--- config.mk ---
export PLATFORM = sky130hd
export DESIGN_NAME = merge_top
export DESIGN_NICKNAME = d
export VERILOG_FILES = /design/src/hw/merge_pkg.sv /design/src/hw/sync_fifo.sv /design/src/hw/rr_merge.sv /design/src/hw/apb_regs.sv /design/src/hw/merge_top.sv
export SDC_FILE = /design/constraint.sdc
export NUM_CORES = 1
export LEC_CHECK = 0
export BUFFER_PORTS_ARGS = -buffer_cell sky130_fd_sc_hd__buf_4
export CAP_MARGIN = 20
export CORE_MARGIN = 10
export CORE_UTILIZATION = 55
export CTS_BUF_LIST = sky130_fd_sc_hd__clkbuf_16
export DETAILED_ROUTE_END_ITERATION = 8
export PLACE_DENSITY_LB_ADDON = 0.3
export REMOVE_ABC_BUFFERS = 1
export SYNTH_ARGS = -nofsm -noshare
export SYNTH_HDL_FRONTEND = slang
export SYNTH_SLANG_ARGS = --single-unit
--- constraint.sdc ---
create_clock -name clk -period 7.4 [get_ports clk]
set_clock_uncertainty 0.05 [all_clocks]
set_input_delay 0.37 -clock clk [delete_from_list [all_inputs] [get_ports clk]]
set_output_delay 0.37 -clock clk [all_outputs]
set_load 0.1 [all_outputs]
--- src/hw/merge_pkg.sv ---
package merge_pkg;

    // ######################################
    // widths
    // ######################################
    localparam int DATA_W     = 32;     // stream word
    localparam int FIFO_DEPTH = 5;      // per channel, deliberately not 2**n
    localparam int CNT_W      = 16;     // transfer counters
    localparam int APB_AW     = 8;
    localparam int APB_DW     = 32;

    typedef logic [DATA_W-1:0] data_t;
    typedef logic [CNT_W-1:0]  cnt_t;
    typedef logic [APB_AW-1:0] paddr_t;
    typedef logic [APB_DW-1:0] pdata_t;

    // ######################################
    // register map
    // ######################################
    localparam paddr_t REG_CTRL   = 8'h00;  // chaos enables + clear
    localparam paddr_t REG_STATUS = 8'h04;  // live fifo flags, read only
    localparam paddr_t REG_CNT_A  = 8'h08;  // read only
    localparam paddr_t REG_CNT_B  = 8'h0C;  // read only

    // CTRL bit positions
    localparam int CTRL_CHAOS_A = 0;
    localparam int CTRL_CHAOS_B = 1;
    localparam int CTRL_CLEAR   = 2;        // self clearing

    // STATUS bit positions
    localparam int STAT_EMPTY_A = 0;
    localparam int STAT_FULL_A  = 1;
    localparam int STAT_EMPTY_B = 2;
    localparam int STAT_FULL_B  = 3;

endpackage

--- src/hw/sync_fifo.sv ---
`timescale 1ns/10ps

module sync_fifo #(
    parameter int DW    = 32,   // word width
    parameter int DEPTH = 4     // any depth, not only 2**n
) (
    input  logic          clk,
    input  logic          nreset,
    input  logic          clear,      // sync flush of both pointers
    input  logic          chaosmode,  // pseudo random full when set
    // write side
    input  logic          wr_en,
    input  logic [DW-1:0] wr_din,
    output logic          wr_full,
    // read side
    input  logic          rd_en,      // caller guarantees not empty
    output logic [DW-1:0] rd_dout,    // combinational head
    output logic          rd_empty
);

    localparam int AW = (DEPTH > 1) ? $clog2(DEPTH) : 1;
    localparam logic [AW-1:0] LAST = AW'(DEPTH - 1);  // last slot index

    // pointers carry a wrap flag in the msb
    logic [AW:0]   wr_addr;
    logic [AW:0]   rd_addr;
    logic [AW:0]   wr_addr_nxt;
    logic [AW:0]   rd_addr_nxt;
    logic          fifo_write;
    logic          fifo_read;
    logic [6:0]    lfsr;
    logic [DW-1:0] mem [DEPTH];

    // ######################################
    // flags
    // ######################################

    // full when only the wrap flag differs
    assign wr_full  = (chaosmode & lfsr[0]) |
                      ({~wr_addr[AW], wr_addr[AW-1:0]} == rd_addr);
    assign rd_empty = (wr_addr == rd_addr);

    assign fifo_write = wr_en & ~wr_full;   // writes while full are dropped
    assign fifo_read  = rd_en;              // no second empty check here

    // ######################################
    // pointers, wrap at DEPTH-1
    // ######################################

    // flip wrap flag when leaving the last slot
    assign wr_addr_nxt = (wr_addr[AW-1:0] == LAST) ? {~wr_addr[AW], {AW{1'b0}}}
                                                   : wr_addr + 1'b1;
    assign rd_addr_nxt = (rd_addr[AW-1:0] == LAST) ? {~rd_addr[AW], {AW{1'b0}}}
                                                   : rd_addr + 1'b1;

    always_ff @(posedge clk or negedge nreset) begin
        if (!nreset) begin
            wr_addr <= '0;
            rd_addr <= '0;
        end else if (clear) begin
            wr_addr <= '0;      // flush, contents left as is
            rd_addr <= '0;
        end else begin
            if (fifo_write)
                wr_addr <= wr_addr_nxt;
            if (fifo_read)
                rd_addr <= rd_addr_nxt;
        end
    end

    // storage
    always_ff @(posedge clk) begin
        if (fifo_write)
            mem[wr_addr[AW-1:0]] <= wr_din;
    end

    assign rd_dout = mem[rd_addr[AW-1:0]];  // oldest word

    // ######################################
    // chaos lfsr, x^7 + x^6 + 1
    // ######################################
    always_ff @(posedge clk or negedge nreset) begin
        if (!nreset)
            lfsr <= 7'h5b;      // any nonzero seed
        else
            lfsr <= {lfsr[5:0], lfsr[6] ^ lfsr[5]};
    end

    // pops come from the combiner, must never hit an empty fifo
    a_no_pop_empty: assert property (@(posedge clk) disable iff (!nreset)
        rd_en |-> !rd_empty);

    // slot index stays inside the ram
    a_addr_range: assert property (@(posedge clk) disable iff (!nreset)
        (int'(wr_addr[AW-1:0]) < DEPTH) && (int'(rd_addr[AW-1:0]) < DEPTH));

    // real full and empty exclude each other
    a_full_empty: assert property (@(posedge clk) disable iff (!nreset)
        (rd_empty && wr_full) |-> (chaosmode && lfsr[0]));

endmodule

--- src/hw/rr_merge.sv ---
`timescale 1ns/10ps

module rr_merge (
    input  logic                clk,
    input  logic                nreset,
    // fifo a head
    input  logic                a_empty,
    input  merge_pkg::data_t    a_head,
    output logic                pop_a,
    // fifo b head
    input  logic                b_empty,
    input  merge_pkg::data_t    b_head,
    output logic                pop_b,
    // merged stream
    output logic                out_valid,
    output merge_pkg::data_t    out_data,
    output logic                out_src,    // 0 = a, 1 = b
    input  logic                out_ready
);

    logic prio;         // 1 prefers b on a tie
    logic grant_b;
    logic xfer;

    // ######################################
    // grant
    // ######################################

    // b wins if it is the only one, or on a tie with prio set
    assign grant_b   = ~b_empty & (a_empty | prio);
    assign out_valid = ~a_empty | ~b_empty;
    assign out_src   = grant_b;
    assign out_data  = grant_b ? b_head : a_head;

    assign xfer  = out_valid & out_ready;
    assign pop_a = xfer & ~grant_b;     // a non-empty whenever granted
    assign pop_b = xfer & grant_b;

    // ######################################
    // priority bit
    // ######################################
    // after a transfer point at the other channel.
    // during a stall lock onto the current grantee so a word arriving
    // on the other side cannot steal the grant and change out_data
    always_ff @(posedge clk or negedge nreset) begin
        if (!nreset)
            prio <= 1'b0;
        else if (out_valid)
            prio <= out_ready ? ~grant_b : grant_b;
    end

    // one fifo popped per transfer
    a_one_pop: assert property (@(posedge clk) disable iff (!nreset)
        !(pop_a && pop_b));

    // stalled output holds its word and source unless a clear empties it
    a_stall_stable: assert property (@(posedge clk) disable iff (!nreset)
        (out_valid && !out_ready) |=>
            (!out_valid || ($stable(out_data) && $stable(out_src))));

endmodule

--- src/hw/apb_regs.sv ---
`timescale 1ns/10ps

module apb_regs (
    input  logic                clk,
    input  logic                nreset,
    // apb slave
    input  logic                psel,
    input  logic                penable,
    input  logic                pwrite,
    input  merge_pkg::paddr_t   paddr,
    input  merge_pkg::pdata_t   pwdata,
    output merge_pkg::pdata_t   prdata,
    output logic                pready,
    output logic                pslverr,
    // datapath events
    input  logic                pop_a,
    input  logic                pop_b,
    input  logic                a_empty,
    input  logic                a_full,
    input  logic                b_empty,
    input  logic                b_full,
    // control out
    output logic                chaos_a,
    output logic                chaos_b,
    output logic                clear       // one cycle pulse
);

    import merge_pkg::*;

    logic   access;     // apb access phase
    logic   sel_ctrl;
    logic   mapped;
    logic   wr_ctrl;
    pdata_t ctrl_rd;
    pdata_t status;
    cnt_t   cnt_a;
    cnt_t   cnt_b;

    // ######################################
    // decode
    // ######################################
    assign access   = psel & penable;
    assign sel_ctrl = (paddr == REG_CTRL);
    assign mapped   = sel_ctrl | (paddr == REG_STATUS) |
                      (paddr == REG_CNT_A) | (paddr == REG_CNT_B);
    assign wr_ctrl  = access & pwrite & sel_ctrl;  // only writable reg

    assign pready  = 1'b1;     // zero wait states
    assign pslverr = access & (~mapped | (pwrite & ~sel_ctrl));

    // ######################################
    // control
    // ######################################
    always_ff @(posedge clk or negedge nreset) begin
        if (!nreset) begin
            chaos_a <= 1'b0;
            chaos_b <= 1'b0;
            clear   <= 1'b0;
        end else begin
            clear <= wr_ctrl & pwdata[CTRL_CLEAR];  // drops next cycle
            if (wr_ctrl) begin
                chaos_a <= pwdata[CTRL_CHAOS_A];
                chaos_b <= pwdata[CTRL_CHAOS_B];
            end
        end
    end

    // transfer counters, wrap at CNT_W
    always_ff @(posedge clk or negedge nreset) begin
        if (!nreset) begin
            cnt_a <= '0;
            cnt_b <= '0;
        end else if (clear) begin
            cnt_a <= '0;
            cnt_b <= '0;
        end else begin
            if (pop_a)
                cnt_a <= cnt_a + 1'b1;
            if (pop_b)
                cnt_b <= cnt_b + 1'b1;
        end
    end

    // ######################################
    // read mux
    // ######################################
    always_comb begin
        ctrl_rd               = '0;     // clear bit reads 0
        ctrl_rd[CTRL_CHAOS_A] = chaos_a;
        ctrl_rd[CTRL_CHAOS_B] = chaos_b;
        status                = '0;     // live flags
        status[STAT_EMPTY_A]  = a_empty;
        status[STAT_FULL_A]   = a_full;
        status[STAT_EMPTY_B]  = b_empty;
        status[STAT_FULL_B]   = b_full;
    end

    always_comb begin
        prdata = '0;
        if (access && !pwrite) begin
            case (paddr)
                REG_CTRL:   prdata = ctrl_rd;
                REG_STATUS: prdata = status;
                REG_CNT_A:  prdata = pdata_t'(cnt_a);
                REG_CNT_B:  prdata = pdata_t'(cnt_b);
                default:    prdata = '0;        // unmapped
            endcase
        end
    end

    // apb needs two cycles per access, so no back to back clear
    a_clear_pulse: assert property (@(posedge clk) disable iff (!nreset)
        clear |=> !clear);

endmodule

--- src/hw/merge_top.sv ---
`timescale 1ns/10ps

module merge_top (
    input  logic                clk,
    input  logic                nreset,
    // stream a in
    input  logic                a_valid,
    input  merge_pkg::data_t    a_data,
    output logic                a_ready,
    // stream b in
    input  logic                b_valid,
    input  merge_pkg::data_t    b_data,
    output logic                b_ready,
    // merged out
    output logic                out_valid,
    output merge_pkg::data_t    out_data,
    output logic                out_src,
    input  logic                out_ready,
    // apb
    input  logic                psel,
    input  logic                penable,
    input  logic                pwrite,
    input  merge_pkg::paddr_t   paddr,
    input  merge_pkg::pdata_t   pwdata,
    output merge_pkg::pdata_t   prdata,
    output logic                pready,
    output logic                pslverr
);

    import merge_pkg::*;

    logic  a_full, a_empty, pop_a;
    logic  b_full, b_empty, pop_b;
    data_t a_head;
    data_t b_head;
    logic  chaos_a, chaos_b;
    logic  clear;               // from CTRL, one cycle

    assign a_ready = ~a_full;   // includes chaos full
    assign b_ready = ~b_full;

    // ######################################
    // channel fifos
    // ######################################
    sync_fifo #(.DW(DATA_W), .DEPTH(FIFO_DEPTH)) u_fifo_a (
        .clk(clk), .nreset(nreset), .clear(clear), .chaosmode(chaos_a),
        .wr_en(a_valid), .wr_din(a_data), .wr_full(a_full),
        .rd_en(pop_a), .rd_dout(a_head), .rd_empty(a_empty)
    );

    sync_fifo #(.DW(DATA_W), .DEPTH(FIFO_DEPTH)) u_fifo_b (
        .clk(clk), .nreset(nreset), .clear(clear), .chaosmode(chaos_b),
        .wr_en(b_valid), .wr_din(b_data), .wr_full(b_full),
        .rd_en(pop_b), .rd_dout(b_head), .rd_empty(b_empty)
    );

    // round robin onto one stream
    rr_merge u_rr_merge (
        .clk(clk), .nreset(nreset),
        .a_empty(a_empty), .a_head(a_head), .pop_a(pop_a),
        .b_empty(b_empty), .b_head(b_head), .pop_b(pop_b),
        .out_valid(out_valid), .out_data(out_data), .out_src(out_src),
        .out_ready(out_ready)
    );

    // control and status
    apb_regs u_apb_regs (
        .clk(clk), .nreset(nreset),
        .psel(psel), .penable(penable), .pwrite(pwrite), .paddr(paddr),
        .pwdata(pwdata), .prdata(prdata), .pready(pready), .pslverr(pslverr),
        .pop_a(pop_a), .pop_b(pop_b),
        .a_empty(a_empty), .a_full(a_full), .b_empty(b_empty), .b_full(b_full),
        .chaos_a(chaos_a), .chaos_b(chaos_b), .clear(clear)
    );

endmodule

==> summary.md, run 1 <==
| Metric | Value |
|---|---|
| Run status | completed |
| Crit path required time | 6.98 ns |
| Row Count | 62 |
| CORE AREA | roughly 29000 µm² |
| Sequential fraction of the synthesis area | between 60 and 70% |
| Most common library cell in the layout ignoring fill and taps | sky130_fd_sc_hd__edfxtp_1 |
| Crit end category | primary output |
| Count of cell types in the netlist | 55 |
| Final worst-path cycle share | between 60% and 70% |
| Largest fanout of any net on the critical path | 66 |
| Number of buffers added by the clock tree synthesis step | 40 |
| Number of warning messages in the yosys log | 0 |
| Count of final max-slew check failures | 0 |
| DIE WIDTH | between 150 and 200 µm |
| Vias | 9199 |
| Worst slew margin relative to its limit | 26.3% |
| Total DRC errors in the routed layout | 0 |
| Crit path arrival time | 4.04 ns |
| Detailed placement HPWL | ~20000 µm |
| CTS tree | built |
| Number of max-cap violations | 0 |
| Proportion of netlist area held by the largest area contributor | between 50% and 60% |
| Total routing resource utilization after global routing | a little under a fifth |
| Number of non-filler instances in the completed layout | between 1500 and 2000 |
| Final Hold Vio Count | 0 |
| Total die area | ~37000 µm² |
| Number of instances in the synthesized netlist | ~970 |
| Most frequent cells in the layout | 320 x sky130_fd_sc_hd__edfxtp_1, 155 x sky130_fd_sc_hd__buf_4, 66 x sky130_fd_sc_hd__dlygate4sd3_1 |
| Final design area excluding fillers | between 15000 and 20000 µm² |
| Fraction of the mapped netlist area in simple logic gates | approximately 7.3% |
| Initial antenna violation count | 4 |
| M1 wire length | 14900 µm |
| Wire length on met3 | between 2000 and 2500 µm |
| Slew @ Worst Pin | approximately 1.1 ns |
| Effective utilization at floorplan | a little under three fifths |
| Final GP Congestion | around 0.8 |
| Port Buffer Count | between 100 and 150 |
| Area grow syn2layout | 20.3% |
| Share of final-layout standard cells stronger than drive strength 1 | a little over a quarter |
| CP Launch Type | flop |
| Number of enable flip-flop cells after synthesis | 320 |
| Worst min-delay path category | in -> reg |
| Average instance area after synthesis | roughly 17 µm² |
| Area share of fa/ha/maj cells after synthesis | 0.776% |
| Multiplexer share of the synthesized area | a little under an eighth |
| Fmax achieved | roughly 220 MHz |
| Register Area | 11300 µm² |
| Fill count | ~1900 |
| Number of detailed-route iterations in the first pass | 6 |
| Vias in the first global route | between 9000 and 10000 |
| Placement-stage worst setup slack | 3.35 ns |
| Area fraction in compound gates after synthesis | between 4 and 5% |
| Root Buffer | sky130_fd_sc_hd__clkbuf_16 |
| Sinks on Clock Net | around 390 |
| Synth async-reset ratio | about 17% |
| Metal2 WL | around 17000 µm |
| Post-synthesis instance area | ~16000 µm² |
| Antenna Violating Nets Remaining | 0 |
| Worst setup slack after layout | approximately 2.9 ns |
| Largest area contributor in the synthesized netlist | sky130_fd_sc_hd__edfxtp_1 |
| Skew-Pair Late Insertion Delay | 0.54 ns |
| CTS HTree Levels | 2 |
| Maximum clock insertion buffer count | 3 |
| Post-CTS resize count | 0 |
| Leading post-synthesis cells by cell area | sky130_fd_sc_hd__edfxtp_1 60%, sky130_fd_sc_hd__mux4_2 9.1%, sky130_fd_sc_hd__dfrtp_1 8.7%, sky130_fd_sc_hd__mux2i_1 2.2%, sky130_fd_sc_hd__a21oi_1 1.8% |
| Setup repair after global routing missed its margin | false |
| Drt total wl | approximately 35000 µm |
| CTS clk-pin slew, worst paths | 0.06 ns |
| Highest Signal Layer | met5 |
| XOR/XNOR Fraction of Synth Area | 2.45% |
| Top_reg_cell synth | sky130_fd_sc_hd__edfxtp_1 |
| FF+latch count, synth | 386 |
| Multi-input gate area in the final layout | around 4500 µm² |
| Total negative slack for setup checks | 0 ns |
| Number of top-level pins | approximately 180 |
| Global route total overflow | 0 |
| Layout Nets | between 1000 and 1500 |
| Minimum clock period after layout | around 4.5 ns |
| Area of placed instances | around 17000 µm² |
| First-pass GRT wire length | roughly 54000 µm |
| Main combinational cell family by area after synthesis | multiplexers |
| Wire length per cell after detailed routing | approximately 22 µm |
| Setup-failing EPs final | 0 |
| Largest net degree at the start of global routing | 70 |
| Type of the worst setup path | reg -> out |
| Total placed cells including tap cells | approximately 1400 |
| Post-DR vias/cell | just under 6 |
| Iteration-0 DRC Markers | 660 |
| Vert. Die Dim | 191 µm |
[synth_stat cells (all sizes together) (2+ instances only)]
master  number
nand2       27
a21oi       58
nand4b       4
buf         47
edfxtp     320
a21o         3
nor3         6
o21ai        6
xor2        13
inv         13
mux2         6
mux2i       35
ha          10
nor4        22
a211oi      32
nand3       15
or2          2
nand3b       3
conb         2
and3         9
clkbuf      28
nor2        61
nor2b       34
a22oi       12
dfrtp       56
xnor2       30
nand4       11
o41ai        2
dfstp       10
o41a         3
a21boi       2
nor4b        7
mux4        65
nor3b        4
[area by class of cell]
cell class / count / area share, %
clock inverters: 30 / 1.10
flip-flops and latches: 386 / 58.2
repair buffers: 222 / 9.45
inverters: 13 / 0.252
multi-input cells: 509 / 23.2
well taps: 384 / 2.48
diodes: 3 / 0.0387
clock buffers: 41 / 5.29
[worst max-delay path, cell delays in order (launching register included)]
cell                       delay (ns)
sky130_fd_sc_hd__dfrtp_2         1.02
sky130_fd_sc_hd__xor2_1          0.28
sky130_fd_sc_hd__nor4_2          0.30
sky130_fd_sc_hd__buf_4           0.26
sky130_fd_sc_hd__or2_2           0.14
sky130_fd_sc_hd__buf_4           0.67
sky130_fd_sc_hd__a211oi_1        0.16
sky130_fd_sc_hd__a21oi_1         0.30
sky130_fd_sc_hd__buf_4           0.35
[path summary, 6_finish.rpt]
kind                                           from                   end  slack, ns  cells past startpoint
min in group asynchronous                    nreset  u_apb_regs.cnt_a[12]       0.42                      2
worst max-delay path            u_fifo_b.rd_addr[1]          out_data[19]       2.94                      8
worst min register to register     u_fifo_b.lfsr[3]      u_fifo_b.lfsr[4]       0.31                      0
worst min-delay path                      pwdata[1]    u_apb_regs.chaos_b       0.02                      2
max in group asynchronous                    nreset   u_fifo_a.rd_addr[0]       6.29                      2
worst max register to register  u_fifo_b.rd_addr[1]   u_fifo_b.mem[4][13]       3.99                      5
[cell families (layout without fill, tap and decap cells)]
| kind of cell | count (synthesis) | in the layout |
|---|---|---|
| and+or+nand+nor | 210 | 210 |
| adders and majority gates | 10 | 10 |
| buffers and inverters | 88 | 306 |
| other | 2 | 20 |
| muxes | 106 | 106 |
| xor gates and xnor gates | 43 | 43 |
| DFF | 386 | 386 |
| AOI/OAI and AO/OA | 123 | 123 |
[what timing repair did]
item,in CTS,in global routing
hold buffers,66,0
hold endpoints to repair,377,0
setup buffers,0,0
[state kept, by name, indices dropped and copies added (netlist names)]
name and count:
u_apb_regs.cnt_a 16, u_fifo_a.lfsr 7, u_fifo_b.rd_addr 4, u_apb_regs.chaos_a 1
u_fifo_a.rd_addr 4, u_rr_merge.prio 1, u_fifo_b.mem 160, u_fifo_a.wr_addr 4
u_apb_regs.clear 1, u_apb_regs.chaos_b 1, u_apb_regs.cnt_b 16, u_fifo_b.wr_addr 4
u_fifo_a.mem 160, u_fifo_b.lfsr 7
[stage by stage]
stage	hold slack (ns)	util (%)
3_3_place_gp	0.289	60.7
6_report	0.0241	67.4
5_1_grt	0.0270	67.4
4_1_cts	0.00786	67.3
2_1_floorplan	0.0244	-
3_5_place_dp	0.288	60.7
[routing by layer]
layer,vias up,GRT usage (%)
met5,-,0
met4,2,5.20
met3,52,3.83
met2,327,30.0
met1,4661,26.2
li1,4157,-
Power of run 1 is left out: the tool's default activity adds up to more than one toggle a clock period on the data nets, which glitch-free logic cannot reach.
==> run 2: changes to the inputs <==
- clock period: 7.4 -> 4.23 ns (I/O delays scaled with it)
==> summary.md, run 2 (synthesis results as in run 1) <==
| Metric | Value |
|---|---|
| Setup-failing EPs final | 0 |
| Biggest cell delay along the critical path | between 0.6 and 0.7 ns |
| DIE WIDTH | about 190 µm |
| Crit path arrival time | approximately 3.3 ns |
| Met1 track utilization from global routing | roughly a quarter |
| Drt total wl | around 34000 µm |
| Sinks on Clock Net | between 300 and 400 |
| Vias in the first global route | approximately 9500 |
| Fmax achieved | around 280 MHz |
| Share of final-layout standard cells stronger than drive strength 1 | between 20 and 30% |
| First-pass GRT wire length | 54300 µm |
| Number of max-cap violations | 0 |
| Crit path required time | 3.97 ns |
| Most heavily used metal layer in global routing | met2 |
| Final Hold Vio Count | 0 |
| Total routing resource utilization after global routing | 18.9% |
| Largest net degree at the start of global routing | 70 |
| GRT met2 Usage | between 20% and 30% |
| Number of top-level pins | 182 |
| Vias | just over 9000 |
| Count of final max-slew check failures | 0 |
| Skew-Pair Late Insertion Delay | 0.54 ns |
| Type of the worst setup path | reg -> out |
| CTS clk-pin slew, worst paths | around 0.06 ns |
| Layout Nets | 1304 |
| Global routing met3 resource utilization | 4.41% |
| Crit end category | primary output |
| Port Buffer Count | about 140 |
| Maximum clock insertion buffer count | 3 |
| Most frequent cells in the layout | 320 x sky130_fd_sc_hd__edfxtp_1, 158 x sky130_fd_sc_hd__buf_4, 72 x sky130_fd_sc_hd__dlygate4sd3_1 |
| Wire length per cell after detailed routing | 21.5 µm |
| Post-CTS resize count | 0 |
| Most common library cell in the layout ignoring fill and taps | sky130_fd_sc_hd__edfxtp_1 |
| Row Count | just over 60 |
| CORE AREA | roughly 29000 µm² |
| Global route total overflow | 0 |
| Final GP Congestion | 0.810 |
| Register-to-Register Path Depth | 5 |
| Detailed placement HPWL | 20000 µm |
| Setup repair after global routing missed its margin | false |
| Worst path top cell family by delay | buffers and inverters |
| R2r setup slk | 1.31 ns |
| Effective utilization at floorplan | approximately 56% |
| Minimum clock period after layout | ~3.5 ns |
| Run status | completed |
| Cell repeated most along the worst path | sky130_fd_sc_hd__buf_4 |
| Area grow syn2layout | 21.4% |
| Root Buffer | sky130_fd_sc_hd__clkbuf_16 |
| CTS tree | built |
| Initial antenna violation count | 1 |
| Total negative slack for setup checks | 0 ns |
| Sequence of cells on the critical path | xnor2_1, a41oi_1, buf_4, or2_2, buf_12, a211oi_1, a21oi_1, buf_4 |
| Hold-fix buffers at CTS | between 70 and 80 |
| Number of buffers added by the clock tree synthesis step | 41 |
| Hold Path Depth | 3 |
| Total die area | roughly 37000 µm² |
| Vert. Die Dim | ~190 µm |
| Largest fanout of any net on the critical path | 47 |
| Total DRC errors in the routed layout | 0 |
| Post-DR vias/cell | 5.71 |
| Worst min-delay path category | in -> reg |
| Number of detailed-route iterations in the first pass | 5 |
| CTS HTree Levels | 2 |
| Startpoint of the lowest-slack register-to-register path | u_fifo_a.rd_addr[1] |
| Antenna Violating Nets Remaining | 0 |
| Worst slew margin relative to its limit | between 40% and 50% |
| Slew @ Worst Pin | 0.840 ns |
| Iteration-0 DRC Markers | 729 |
| Worst path bufs/invs | 3 |
| Final worst-path cycle share | between 80% and 90% |
| Worst min-delay path endpoint | u_apb_regs.chaos_a |
| Critical R2R Capture | u_fifo_a.mem[3][11] |
| CP max stage cell | sky130_fd_sc_hd__dfrtp_2 |
| Setup Fix Bufs, Post-CTS | 0 |
| Start point of the worst min-delay path | pwrite |
| CP Launch Type | flop |
==> run 2: cell types whose count changed in the layout (fill, tap and decap cells not counted), moves of 2 or more <==
cell,change
sky130_fd_sc_hd__dlygate4sd3_1,+6
sky130_fd_sc_hd__diode_2,-2
sky130_fd_sc_hd__buf_4,+3
sky130_fd_sc_hd__clkinvlp_4,+3
sky130_fd_sc_hd__clkinv_1,-5
sky130_fd_sc_hd__inv_1,-2
sky130_fd_sc_hd__clkinv_2,+5
==> run 2: final cells by class <==
| type | count | area [µm²] |
|---|---|---|
| clock inverter | 34 | 300 |
| timing repair buffer | 231 | 1930 |
| clock buffer | 41 | 1030 |
| sequential | 386 | 11300 |
| tap | 384 | 480 |
| fill | 1860 | 9210 |
| multi-input combinational | 509 | 4500 |
| antenna | 1 | 2.50 |
| inverter | 13 | 48.8 |
==> run 2: tightest hold or removal path, delay by kind of cell <==
kind / cells / cell delay (ns)
buffers and inverters: 1 / 0.12
multiplexers: 1 / 0.16
AND/OR/NAND/NOR: 1 / 0.11
==> run 2: per-stage QoR <==
| stage | hold slack [ns] | instance area (µm²) | cells | util (%) | setup WS, ns |
|---|---|---|---|---|---|
| 2_1_floorplan | -0.134 | 15800 | 908 | - | -2.93 |
| 3_3_place_gp | 0.290 | 17500 | 1451 | 60.9 | 1.25 |
| 3_5_place_dp | 0.296 | 17500 | 1451 | 60.9 | 1.28 |
| 5_1_grt | 0.0623 | 19600 | 1598 | 68.0 | 0.468 |
| 4_1_cts | 0.0266 | 19600 | 1598 | 68.0 | 0.669 |
| 6_report | 0.0484 | 19600 | 1599 | 68.0 | 0.692 |
==> run 2: worst max path at each step <==
stage                        start                  to  slack, ns  depth (start not counted)
2_1_floorplan  u_fifo_a.rd_addr[0]  u_fifo_a.mem[4][0]      -2.93                          4
3_3_place_gp   u_fifo_a.rd_addr[1]         out_data[7]       1.25                          8
3_5_place_dp   u_fifo_a.rd_addr[1]         out_data[7]       1.28                          8
4_1_cts        u_fifo_a.rd_addr[1]         out_data[7]       0.67                          8
5_1_grt        u_fifo_a.rd_addr[1]        out_data[10]       0.47                          8
6_report       u_fifo_a.rd_addr[1]         out_data[2]       0.69                          8
==> run 2: layer usage <==
metal  wire length [µm]  vias to the layer above
met4                586                        0
li1                   -                     4164
met5                  0                        -
met2              16400                      287
met3               2230                       51
met1              15200                     4629
Power of run 2 is left out for the same reason.
